## config.mk

```make
export PLATFORM = sky130hd
export DESIGN_NAME = afu_cmd_fsm_flat
export DESIGN_NICKNAME = d
export VERILOG_FILES = /design/src/afu_cfg_pkg.sv /design/src/afu_regs_pkg.sv /design/src/afu_ifs.sv /design/src/afu_cmd_fsm.sv /design/src/flat_wrapper.sv
export SDC_FILE = /design/constraint.sdc
export NUM_CORES = 1
export LEC_CHECK = 0
export BUFFER_PORTS_ARGS = -buffer_cell sky130_fd_sc_hd__buf_4
export CAP_MARGIN = 20
export CELL_PAD_IN_SITES_DETAIL_PLACEMENT = 1
export CELL_PAD_IN_SITES_GLOBAL_PLACEMENT = 1
export CORE_AREA = 3 3 40 42
export DETAILED_ROUTE_END_ITERATION = 10
export DIE_AREA = 0 0 43 45
export PLACE_DENSITY_LB_ADDON = 0.1
export SYNTH_ARGS = -nofsm -noshare
export SYNTH_HDL_FRONTEND = slang
export SYNTH_SLANG_ARGS = --single-unit
```

## constraint.sdc

```tcl
create_clock -name clk -period 1.4 [get_ports clk]
set_input_delay 0 -clock clk [delete_from_list [all_inputs] [get_ports clk]]
set_output_delay 0 -clock clk [all_outputs]
set_load 0.1 [all_outputs]
```

## src/afu_cfg_pkg.sv

```systemverilog
package afu_cfg_pkg;

  // Host line and local memory line share one width
  localparam int LINE_WIDTH = 512;
  localparam int ADDR_WIDTH = 26;  // Line address, not byte address

  // Host read batching
  localparam int READ_WINDOW   = 8;
  localparam int RD_QUEUE_SIZE = 2 * READ_WINDOW;

  localparam int WR_PENDING_SIZE = 256;  // Host writes in flight

  typedef logic [LINE_WIDTH-1:0] line_t;
  typedef logic [ADDR_WIDTH-1:0] line_addr_t;
  typedef logic [$clog2(READ_WINDOW)-1:0] win_tag_t;

  // MMIO channel
  typedef logic [63:0] mmio_data_t;
  typedef logic [15:0] mmio_addr_t;
  typedef logic [8:0]  mmio_tid_t;

endpackage

```

## src/afu_regs_pkg.sv

```systemverilog
package afu_regs_pkg;

  // MMIO offsets, in 32-bit words
  localparam logic [15:0] REG_DFH       = 16'h0000;
  localparam logic [15:0] REG_ID_L      = 16'h0002;
  localparam logic [15:0] REG_ID_H      = 16'h0004;
  localparam logic [15:0] REG_CMD_TYPE  = 16'h000A;
  localparam logic [15:0] REG_IO_ADDR   = 16'h000C;
  localparam logic [15:0] REG_MEM_ADDR  = 16'h000E;
  localparam logic [15:0] REG_DATA_SIZE = 16'h0010;
  localparam logic [15:0] REG_STATUS    = 16'h0012;
  localparam logic [15:0] REG_DEV_CAPS  = 16'h0018;

  localparam logic [2:0] CMD_MEM_READ  = 3'd1;  // Local memory to host
  localparam logic [2:0] CMD_MEM_WRITE = 3'd2;  // Host to local memory

  // AFU type, end of DFH list
  localparam logic [63:0] DFH_VALUE      = 64'h1000_0100_0000_0000;
  localparam logic [63:0] AFU_ID         = 64'h35f9_452b_25c2_434c;
  localparam logic [63:0] DEV_CAPS_VALUE = 64'h0004_0004_0001_0000;

  typedef enum logic [1:0] {
    ST_IDLE  = 2'd0,
    ST_WRITE = 2'd1,
    ST_READ  = 2'd2
  } copy_state_t;

endpackage

```

## src/afu_ifs.sv

```systemverilog
`timescale 1ns/1ps

// Copy command registers, written over MMIO
interface cmd_if
  import afu_cfg_pkg::*;
();
  logic       cmd_valid;
  logic [2:0] cmd_code;
  line_addr_t io_addr;
  line_addr_t mem_addr;
  line_addr_t data_size;  // In lines

  modport master (output cmd_valid, cmd_code, io_addr, mem_addr, data_size);

  modport fsm (input cmd_valid, cmd_code);

  modport copy (input io_addr, mem_addr, data_size);
endinterface


```

## src/afu_cmd_fsm.sv

```systemverilog
`timescale 1ns/1ps

module afu_cmd_fsm
  import afu_regs_pkg::*;
(
  input  logic        clk,
  input  logic        reset,
  input  logic        write_done,
  input  logic        read_done,
  output copy_state_t state,
  cmd_if.fsm          cmd
);

  always_ff @(posedge clk) begin
    if (reset) begin
      state <= ST_IDLE;
    end else begin
      case (state)
        ST_IDLE: begin
          if (cmd.cmd_valid && cmd.cmd_code == CMD_MEM_WRITE) begin
            state <= ST_WRITE;
          end else if (cmd.cmd_valid && cmd.cmd_code == CMD_MEM_READ) begin
            state <= ST_READ;
          end
        end
        ST_WRITE: begin
          if (write_done) state <= ST_IDLE;  // All lines in local memory
        end
        ST_READ: begin
          if (read_done) state <= ST_IDLE;   // All host writes acknowledged
        end
        default: state <= ST_IDLE;
      endcase
    end
  end

  // Engines only finish in their own state
  assert property (@(posedge clk) disable iff (reset)
    (write_done |-> state == ST_WRITE) and (read_done |-> state == ST_READ))
    else $error("Copy done flag outside its state");

endmodule

```

## src/flat_wrapper.sv

```systemverilog
// flat-port wrapper written by rule: the top's interface ports become plain ports
module afu_cmd_fsm_flat import afu_regs_pkg::*;
  (clk, reset, write_done, read_done, state, cmd_cmd_valid, cmd_cmd_code);
  cmd_if cmd_i ();
  input  logic clk;
  input  logic reset;
  input  logic write_done;
  input  logic read_done;
  output copy_state_t state;
  input wire logic [$bits(cmd_i.cmd_valid)-1:0] cmd_cmd_valid;
  input wire logic [$bits(cmd_i.cmd_code)-1:0] cmd_cmd_code;
  assign cmd_i.cmd_valid = cmd_cmd_valid;
  assign cmd_i.cmd_code = cmd_cmd_code;
  afu_cmd_fsm u_core (.clk(clk), .reset(reset), .write_done(write_done), .read_done(read_done), .state(state), .cmd(cmd_i));
endmodule
```

# == Word-level counts from Yosys, hierarchy flattened ==
# Cells that the tools add are included.
# totals
reg_bits,2
in_bits,8
out_inout_bits,2
# classes
eq_ne,7
mux,5
n_reduce_logical,4
# op_table
cell,n
2-bit 2-to-1 mux,4
2-bit one-hot mux with 3 select lines,1
"2-bit != test, second input constant",2
"3-bit by 1-bit == test with 1-bit output, second input constant",1
"3-bit by 2-bit == test with 1-bit output, second input constant",1
"3-bit by 1-bit != test with 1-bit output, second input constant",1
3-bit AND reduction,1
"2-bit by 1-bit == test with 1-bit output, second input constant",1
"2-bit == test, second input constant",1
1-bit logical AND,2
2-bit logical NOT,1

# == Longest topological paths before layout ==
# Gate-level depths: netlist of the first run.
# depth
ltp_word,5
mapped_depth,2
depth_no_buf,2

# == Worst setup path before layout of the first run ==
# Ideal clock, no wire load.
# synth_timing
kind,flip-flop to flip-flop
startpoint,register u_core.state[0]
endpoint,register u_core.state[1]
setup_ps,118
arrival_time_ps,1396
required_time_ps,1282
slack_ps,-113
stages_incl_launch_ff,3
n_path_buf,0
cell_sequence,dfxtp_1 -> nor2_1 -> a32o_2
# synth_via
elab_chain_len,3
elab_cells_between_ends,8
# synth_rtl
item,line_no,text
start: declaration,afu_cmd_fsm.sv:10,"output copy_state_t state,"
start signal: assignment,afu_cmd_fsm.sv:16,state <= ST_IDLE;
start signal: assignment,afu_cmd_fsm.sv:21,state <= ST_WRITE;
start signal: assignment,afu_cmd_fsm.sv:23,state <= ST_READ;
2-bit == test (tied with other cells),afu_cmd_fsm.sv:18,case (state)
2-bit != test (no line) or 3-bit by 1-bit != test with 1-bit output (tied branches),n/a,
3-bit AND reduction (no line),n/a,
# Several ways; a longest one is shown, not always the timed one.
# A chain may end at the register's enable or synchronous reset.

# == Worst setup path after layout of the first run ==
# layout_timing
startpoint,register u_core.state[1]
endpoint,output state[1]
# layout_rtl
item,line_no,text
end: declaration,flat_wrapper.sv:9,output copy_state_t state;
# No word-level cell between the ends.

==> results of run 1 <==
==> path summary, 6_finish.rpt <==
| check | startpoint | to | depth (start not counted) | slack [ps] |
|---|---|---|---|---|
| setup / recovery | u_core.state[1]$_SDFFE_PP0P_ | state[1] | 1 | 520 |
| hold / removal | cmd_cmd_code[1] | u_core.state[0]$_SDFFE_PP0P_ | 2 | 50 |
| setup reg to reg | u_core.state[0]$_SDFFE_PP0P_ | u_core.state[1]$_SDFFE_PP0P_ | 2 | 590 |
| hold reg to reg | u_core.state[1]$_SDFFE_PP0P_ | u_core.state[1]$_SDFFE_PP0P_ | 1 | 560 |
==> layout make-up <==
class | count | share of cell area [%]
inverter | 2 | 3.31
clock buffer | 3 | 9.94
timing repair buffer | 9 | 29.8
sequential | 2 | 18.8
tap | 15 | 8.29
multi-input combinational | 6 | 29.8
==> cell families (layout without fill, tap and decap cells) <==
logic type             Yosys count  after routing
AOI/OAI and AO/OA                2              2
and+or+nand+nor                  4              4
buffers and inverters            2             14
DFF                              2              2
==> cells in the final DEF, fill, tap and decap left out <==
master,Yosys,layout
nor3b_2,1,1
buf_4,0,9
dfxtp_2,0,2
inv_1,2,2
clkbuf_4,0,3
nor2_1,1,1
nor4b_2,2,2
a32o_2,1,1
a41o_1,1,1
==> where the power goes <==
group	total (W)	switching (W)	internal [W]
clock network	0.000124	0.0000299	0.0000943
registers	0.0000611	0.00000186	0.0000592
logic	0.0000387	0.0000194	0.0000193
==> routing by layer <==
layer  global-route usage [%]  part of all wire [%]  vias up
met5                        0                     0        -
met2                     8.08                    60        5
met3                     3.19                   7.0        0
met1                     3.59                    33       59
li1                         -                     -       63
met4                     9.04                     0        0
==> stage by stage <==
step                instances  setup WS, ps  hold WS (ps)
floorplan                  10           230           163
global placement           34           566           291
detailed placement         34           600           279
CTS                        37           502          41.3
global route               37           486          60.9
finish                     37           515          49.1
==> results.json, run 1 <==
{
  "status": "finished, final reports clean",
  "finalHoldViolations": 0,
  "period_share_pct": 63.2,
  "synthesis.yosys.warnings": 0,
  "slew_headroom_pct": 81.5,
  "overflow": 0,
  "synth_seq_cells": 2,
  "final_max_tran_viols": 0,
  "yosys-top-cells-count": "dfxtp_1, inv_1, nor4b_2",
  "seq_area_um2": 42.5,
  "routed-via-count": 127,
  "max_rail_drop_vdd_mv": 0.234,
  "simple_gate_portion_of_the_synthesized_area_pct": 40.2,
  "layout.core_utilization_pct": 17.6,
  "post_synth_xor_area_fraction_pct": 0,
  "placedInstanceArea_um2": 204,
  "synth_edf_count": 0,
  "routabilityCongestion": 0.694,
  "timing.max_cap.violations": 0,
  "seq_area_frac_synth_pct": 34.8,
  "synthFlopType": "dfxtp_1",
  "ctsLongestPathBuffers": 2,
  "ctsHoldBuffers": 0,
  "cp.buffers_inverters": 1,
  "grt_start_max_net_pins": 5,
  "synth_compound_area_share_pct": 18.5,
  "io-pin-count": 10,
  "antenna_found_initial": 0,
  "synth_area_um2": 115,
  "syn_avg_cell_area_um2": 11.5,
  "grt_pass1_vias": 169,
  "finalClockSkew_ps": 2.88,
  "worstSetupStartpointType": "flip-flop",
  "synthAdderAreaFrac_pct": 0,
  "coreArea_um2": 1280,
  "route.final.wire_length_um": 387,
  "max_flop_register": "u_core.state",
  "first_pass_iters": 1,
  "setup_tns_ps": 0,
  "placementRows": 13,
  "synth_largest_area_cell": "dfxtp_1",
  "rsz_0062_raised_after_global_routing": "false",
  "nets_in_the_synthesized_netlist": 18,
  "cts_tree": "built",
  "final_layout_size_suffix_gt1_share_pct": 81.8,
  "drc": 0,
  "layout_min_cycle_time_ps": 885,
  "cp_slowest_cell": "dfxtp_2",
  "cpLargestDelayFamily": "flip-flops",
  "initial_utilization_pct": 8.96,
  "fp.dieH_um": 45,
  "synth_area_leaders": "dfxtp_1, nor4b_2, nor3b_2, a32o_2, a41o_1",
  "final_design_area_no_fill_um2": 226,
  "largest_reg_flops": 2,
  "detailedRoute.firstIterationViolations": 0,
  "tightestPinTransition_ps": 280,
  "clk_root_buffer_cell": "clkbuf_4",
  "track_usage_pct": 5.40,
  "fmaxAchievable_mhz": 1130,
  "numPortBuffers": 9,
  "cts_post_setup_buffers_inserted": 0,
  "design.final.nets": 32,
  "final.fill_count": 155,
  "insertion_delay_ps": 220,
  "finalPower_w": 0.000224,
  "antenna-diode-count": 0,
  "floorplan.die.width_um": 43,
  "critical_path_arrival_ps": 880,
  "cts_num_sinks": 2,
  "crit_chain": "buf_4",
  "timing.final.setup_violations": 0,
  "die-area_um2": 1940,
  "critPathRequiredTime_ps": 1400,
  "post_cts_resize_count": 0,
  "cts.reportedPaths.clkPinSlew_ps": 30,
  "critical_path_class": "flip-flop to output pin",
  "route.detailed.wl_per_inst_um": 10.5,
  "grt_pass1_wl_um": 669,
  "tritoncts.num_buffers": 3,
  "category_of_the_worst_setup_path_capture_point": "output pin",
  "worstHoldPathType": "primary input to flip-flop",
  "dominant_combinational_cell_family_by_area_after_synthesis": "simple AND/OR/NAND/NOR gates",
  "reg_top3": "u_core.state (2)",
  "static-leakage-power_nw": 0.116,
  "crit_fanout": 4,
  "multi_input_area_um2": 67.6,
  "post_synthesis_cells": 10,
  "synthDominantCellAreaShare_pct": 34.8,
  "drtAntennaViolNets": 0,
  "pwr_cell_area_nw_per_um2": 989,
  "synthMuxAreaShare_pct": 0,
  "cpPeakStageDelay_ps": 360,
  "viasPerCell": 3.43,
  "cts_max_level": 1,
  "synthArstFlopShare_pct": 0,
  "area_growth_syn_to_layout_pct": 96.7,
  "yosys.cell_types.count": 7
}
Power figures use the tool's default switching activity.
==> run 2: changes to the inputs <==
Settings changed: ABC_AREA set to 1.
Clock period 1.4 ns to 0.8 ns, I/O delays scaled along.
==> run 2 against run 1 <==
  * Synthesized cell count grew 70%
  * Routed wire length shrank 5.2%
  * Clock power grew 79%
  * Count of clock-buffer cells in the layout is the same
  * Via count grew 18%
  * Clock skew is essentially flat
  * Largest cell class is now non-clock buffers
  * Largest power group unchanged
==> results.json, run 2 <==
{
  "static-leakage-power_nw": 0.121,
  "cpLargestDelayFamily": "flip-flops",
  "final_design_area_no_fill_um2": 275,
  "finalClockSkew_ps": 2.38,
  "cts_max_level": 1,
  "track_usage_pct": 5.07,
  "drtAntennaViolNets": 0,
  "synth_edf_count": 0,
  "max_flop_register": "u_core.state",
  "crit_chain": "nor2_4 -> nand4_1 -> a21oi_2",
  "finalHoldViolations": 0,
  "first_pass_iters": 2,
  "fp.dieH_um": 45,
  "synth_largest_area_cell": "dfxtp_1",
  "r2r_slack_ps": 20,
  "mostFrequentLayoutCell": "buf_4",
  "grt_pass1_vias": 175,
  "ctsLongestPathBuffers": 2,
  "largest_reg_flops": 2,
  "dp_worst_setup_slack_ps": 20.9,
  "coreArea_um2": 1280,
  "final_layout_size_suffix_gt1_share_pct": 56.7,
  "switching_share_of_power_pct": 24.3,
  "area_growth_syn_to_layout_pct": 139,
  "detailedRoute.firstIterationViolations": 2,
  "reg_top3": "u_core.state (2)",
  "viasPerCell": 3.33,
  "nets_in_the_synthesized_netlist": 25,
  "status": "finished, final reports clean",
  "route.final.wire_length_um": 367,
  "io-pin-count": 10,
  "crit_fanout": 4,
  "grt_start_max_net_pins": 5,
  "critical_path_arrival_ps": 930,
  "fmaxAchievable_mhz": 1290,
  "final_max_tran_viols": 0,
  "die-area_um2": 1940,
  "yosys-top-cells-count": "inv_1, nand3_1, a21oi_1, dfxtp_1",
  "synthesis.yosys.warnings": 0,
  "worst_hold_path.num_cells": 4,
  "category_of_the_worst_setup_path_capture_point": "flip-flop",
  "numPortBuffers": 9,
  "cp.buffers_inverters": 0,
  "synth_area_leaders": "dfxtp_1, inv_1, nand3_1, nor2_4, a21oi_1",
  "final_critical_path_setup_slack_ps": 22.2,
  "highest_count_cells_in_the_layout_ignoring_fill_and_taps": "buf_4, inv_1, nand3_1, clkbuf_4",
  "critical_path_cell_count": 3,
  "detailed_place_hpwl_um": 292,
  "cpPeakStageDelay_ps": 350,
  "placedInstanceArea_um2": 209,
  "route.detailed.wl_per_inst_um": 8.16,
  "worstSetupStartpointType": "flip-flop",
  "clk_root_buffer_cell": "clkbuf_4",
  "clkPwrFrac_pct": 55.0,
  "design.final.nets": 40,
  "max_rail_drop_vdd_mv": 0.291,
  "synth_seq_cells": 2,
  "cts_num_sinks": 2,
  "setup_tns_ps": 0,
  "combinationalPowerShare_pct": 19.5,
  "internal_portion_of_total_power_w": 0.000306,
  "timing.reg2reg.worst_path_depth": 3,
  "antenna_found_initial": 0,
  "critPathRequiredTime_ps": 950,
  "critical_path_class": "flip-flop to flip-flop",
  "p_sw_w": 0.0000983,
  "cts_tree": "built",
  "finalPower_w": 0.000404,
  "layout_min_cycle_time_ps": 778,
  "antenna-diode-count": 0,
  "synthArstFlopShare_pct": 0,
  "tritoncts.num_buffers": 3,
  "grt_pass1_wl_um": 627,
  "floorplan.die.width_um": 43,
  "initial_utilization_pct": 8.96,
  "timing.final.setup_violations": 0,
  "seq_area_frac_synth_pct": 34.8,
  "tightestPinTransition_ps": 118,
  "power_frac_seq_pct": 25.5,
  "post_synthesis_cells": 17,
  "yosys.cell_types.count": 8,
  "worstHoldPathType": "primary input to flip-flop",
  "most_frequent_cell_after_synthesis": "inv_1",
  "placementRows": 13,
  "timing.max_cap.violations": 0,
  "routed-via-count": 150,
  "drc": 0,
  "period_share_pct": 97.2,
  "routabilityCongestion": 0.553,
  "insertion_delay_ps": 220,
  "overflow": 0,
  "synth_area_um2": 115,
  "rsz_0062_raised_after_global_routing": "true",
  "synthFlopType": "dfxtp_1",
  "slew_headroom_pct": 92.1,
  "synthDominantCellAreaShare_pct": 34.8,
  "cp_slowest_cell": "dfxtp_4",
  "syn_avg_cell_area_um2": 6.77,
  "cts.reportedPaths.clkPinSlew_ps": 30,
  "pwr_cell_area_nw_per_um2": 1470
}
==> run 2: final cells by class <==
| type | instances | area [µm²] |
|---|---|---|
| multi-input combinational | 9 | 61.3 |
| timing repair buffer | 10 | 103 |
| sequential | 2 | 47.5 |
| clock buffer | 3 | 22.5 |
| tap | 15 | 18.8 |
| inverter | 6 | 22.5 |
| fill | 156 | 1010 |
==> run 2: per-layer routing <==
layer	track usage [%]	up-vias	routed length, µm	share of wire, %
met1	4.08	65	111	30
met3	2.79	2	43	12
met4	9.04	0	6	1.6
met2	6.59	5	205	56
met5	0	-	0	0
li1	-	78	-	-
==> run 2: cells by family after synthesis <==
| kind of cell | Yosys count | synth area share [%] |
|---|---|---|
| and+or+nand+nor | 7 | 37.0 |
| buffers and inverters | 6 | 19.6 |
| DFF | 2 | 34.8 |
| AOI/OAI and AO/OA | 2 | 8.70 |
==> run 2: final timing paths <==
path / endpoint / start
setup / recovery: u_core.state[1]$_SDFFE_PP0P_ / u_core.state[1]$_SDFFE_PP0P_
setup reg to reg: u_core.state[1]$_SDFFE_PP0P_ / u_core.state[1]$_SDFFE_PP0P_
hold reg to reg: u_core.state[1]$_SDFFE_PP0P_ / u_core.state[1]$_SDFFE_PP0P_
hold / removal: u_core.state[1]$_SDFFE_PP0P_ / read_done
==> run 2: worst reg2reg max path, stage by stage, from the launching register on <==
cell	delay [ps]
dfxtp_4	350
nor2_4	110
nand4_1	100
a21oi_2	140
==> run 2: power groups by stage <==
stage	Clock, W	Combinational, W	Sequential (W)
6_report	0.000222	0.0000788	0.000103
5_1_grt	0.000260	0.0000849	0.000103
4_1_cts	0.000242	0.0000754	0.000102
3_5_place_dp	0	0.0000678	0.000102
3_3_place_gp	0	0.0000673	0.000102
2_1_floorplan	0	0.0000155	0.000119
==> run 2: what timing repair did <==
action	in CTS	in global routing
setup buffers	0	0
gates resized for setup	4	4
hold buffers	1	0
pin swaps	0	3
endpoints found under the setup margin	2	4
gates cloned	0	0
hold endpoints to repair	2	0
==> run 2: through the flow <==
stage / cells / utilization (%) / hold slack, ps
finish: 45 / 21.4 / 53.3
global route: 45 / 21.4 / 60.0
CTS: 45 / 20.0 / 49.5
detailed placement: 41 / 16.3 / 164
global placement: 41 / 16.3 / 163
floorplan: 17 / - / 59.4
==> run 3: changes to the inputs <==
Settings changed: GPL_TIMING_DRIVEN set to 0, RECOVER_POWER set to 100.
==> run 3 against run 2 <==
  * Core utilization decreased by 0.68 points
  * Final cell count unchanged
  * Hold slack got worse by 10 ps
  * Sequential power about the same
  * Count of clock-buffer cells in the layout unchanged
  * First-iteration DRC count decreased by 50%
  * Global-route usage decreased by 0.42 points
  * Power decreased by 1.6%
  * Cell area decreased by 3.2%
  * Critical endpoint is now state[1]
==> results.json, run 3 (synthesis results as in run 2) <==
{
  "overflow": 0,
  "timing.reg2reg.worst_path_depth": 3,
  "cp_slowest_cell": "dfxtp_4",
  "cts.reportedPaths.clkPinSlew_ps": 30,
  "cpPeakStageDelay_ps": 370,
  "internal_portion_of_total_power_w": 0.000304,
  "drtAntennaViolNets": 0,
  "floorplan.die.width_um": 43,
  "p_sw_w": 0.0000937,
  "category_of_the_worst_setup_path_capture_point": "output pin",
  "crit_fanout": 4,
  "die-area_um2": 1940,
  "final_max_tran_viols": 0,
  "finalHoldViolations": 0,
  "tritoncts.num_buffers": 3,
  "placementRows": 13,
  "grt_pass1_wl_um": 565,
  "crit_chain": "buf_8",
  "viasPerCell": 3.09,
  "reg_top3": "u_core.state (2)",
  "cp.buffers_inverters": 1,
  "r2r_slack_ps": 50,
  "cpLargestDelayFamily": "flip-flops",
  "worstHoldPathType": "primary input to flip-flop",
  "max_flop_register": "u_core.state",
  "switching_share_of_power_pct": 23.6,
  "timing.final.setup_violations": 0,
  "min_delay_worst_endpoint": "u_core.state[1]$_SDFFE_PP0P_",
  "design.final.nets": 40,
  "static-leakage-power_nw": 0.120,
  "grt_start_max_net_pins": 5,
  "antenna_found_initial": 0,
  "antenna-diode-count": 0,
  "routed-via-count": 139,
  "drc": 0,
  "critPathRequiredTime_ps": 800,
  "final_design_area_no_fill_um2": 267,
  "combinationalPowerShare_pct": 19.0,
  "layout_min_cycle_time_ps": 789,
  "critical_path_arrival_ps": 790,
  "cts_tree": "built",
  "rsz_0062_raised_after_global_routing": "true",
  "grt_pass1_vias": 162,
  "route.detailed.wl_per_inst_um": 7.71,
  "fmaxAchievable_mhz": 1270,
  "numPortBuffers": 9,
  "setup_tns_ps": 0,
  "highest_count_cells_in_the_layout_ignoring_fill_and_taps": "buf_4, inv_1, nand3_1, clkbuf_4",
  "track_usage_pct": 4.65,
  "slew_headroom_pct": 92.0,
  "worstReg2RegEnd": "u_core.state[1]$_SDFFE_PP0P_",
  "min-delay-start": "read_done",
  "clk_root_buffer_cell": "clkbuf_4",
  "route.final.wire_length_um": 347,
  "ctsLongestPathBuffers": 2,
  "status": "finished, final reports clean",
  "insertion_delay_ps": 220,
  "fp.dieH_um": 45,
  "cts_num_sinks": 2,
  "worst_hold_path.num_cells": 4,
  "worstSetupStartpointType": "flip-flop",
  "placedInstanceArea_um2": 209,
  "critical_path_class": "flip-flop to output pin",
  "initial_utilization_pct": 8.96,
  "timing.max_cap.violations": 0,
  "final_layout_size_suffix_gt1_share_pct": 53.3,
  "mostFrequentLayoutCell": "buf_4",
  "finalClockSkew_ps": 0.474,
  "routabilityCongestion": 0.561,
  "final.fill_count": 159,
  "worstReg2RegStart": "u_core.state[1]$_SDFFE_PP0P_",
  "period_share_pct": 98.7,
  "tightestPinTransition_ps": 121,
  "largest_reg_flops": 2,
  "coreArea_um2": 1280,
  "first_pass_iters": 2,
  "detailedRoute.firstIterationViolations": 1,
  "max_rail_drop_vdd_mv": 0.235,
  "area_growth_syn_to_layout_pct": 132,
  "pwr_cell_area_nw_per_um2": 1490,
  "clkPwrFrac_pct": 55.1,
  "io-pin-count": 10,
  "cts_max_level": 1,
  "power_frac_seq_pct": 25.8
}
[run 3: cell types whose count changed in the layout (fill, tap and decap cells not counted)]
| cell | before | now |
|---|---|---|
| buf_8 | 0 | 1 |
| buf_12 | 2 | 1 |
| a21oi_2 | 1 | 0 |
| a21oi_1 | 1 | 2 |
[run 3: stage by stage]
step / hold WS (ps) / power [W] / util [%] / setup slack, ps / instances
floorplan: 59.4 / 0.000135 / - / -55.1 / 17
global placement: 170 / 0.000169 / 16.3 / 6.95 / 41
detailed placement: 163 / 0.000169 / 16.3 / 23.5 / 41
CTS: 50.6 / 0.000407 / 20.0 / 8.97 / 45
global route: 58.2 / 0.000433 / 20.7 / -14.9 / 45
finish: 43.2 / 0.000397 / 20.7 / 10.8 / 45
[run 3: timing repair]
action                                  4_1_cts  5_1_grt
buffers inserted                              0        0
gates resized for setup                       4        2
pin swaps                                     0        3
endpoints found under the hold margin         2        0
hold buffers                                  1        0
endpoints found under the setup margin        2        4
[run 3: layout make-up]
class / instances / area, µm² / area share, %
well taps: 15 / 18.8 / 7.04
inverters: 6 / 22.5 / 8.45
clock buffers: 3 / 22.5 / 8.45
multi-input cells: 9 / 57.6 / 21.6
repair buffers: 10 / 97.6 / 36.6
flip-flops and latches: 2 / 47.5 / 17.8
[run 3: how the worst max path moves through the flow]
stage / endpoint / from / slack [ps] / cells past startpoint
6_report: state[1] / u_core.state[1]$_SDFFE_PP0P_ / 10 / 1
5_1_grt: state[1] / u_core.state[1]$_SDFFE_PP0P_ / -10 / 1
4_1_cts: u_core.state[0]$_SDFFE_PP0P_ / u_core.state[0]$_SDFFE_PP0P_ / 9 / 3
3_5_place_dp: u_core.state[0]$_SDFFE_PP0P_ / u_core.state[0]$_SDFFE_PP0P_ / 20 / 3
3_3_place_gp: u_core.state[1]$_SDFFE_PP0P_ / u_core.state[0]$_SDFFE_PP0P_ / 7 / 3
2_1_floorplan: u_core.state[1]$_SDFFE_PP0P_ / u_core.state[0]$_SDFFE_PP0P_ / -60 / 3
[run 3: power groups by stage]
stage / Combinational [W] / Clock (W) / Sequential [W]
3_5_place_dp: 0.0000673 / 0 / 0.000102
4_1_cts: 0.0000749 / 0.000230 / 0.000102
3_3_place_gp: 0.0000668 / 0 / 0.000102
5_1_grt: 0.0000809 / 0.000249 / 0.000103
2_1_floorplan: 0.0000155 / 0 / 0.000119
6_report: 0.0000757 / 0.000219 / 0.000103
[run 3: per-layer routing]
layer / global-route usage [%] / part of all wire [%] / up-vias
li1: - / - / 78
met1: 3.83 / 30 / 54
met2: 5.69 / 54 / 5
met3: 3.59 / 14 / 2
met4: 7.23 / 1.7 / 0
met5: 0 / 0 / -
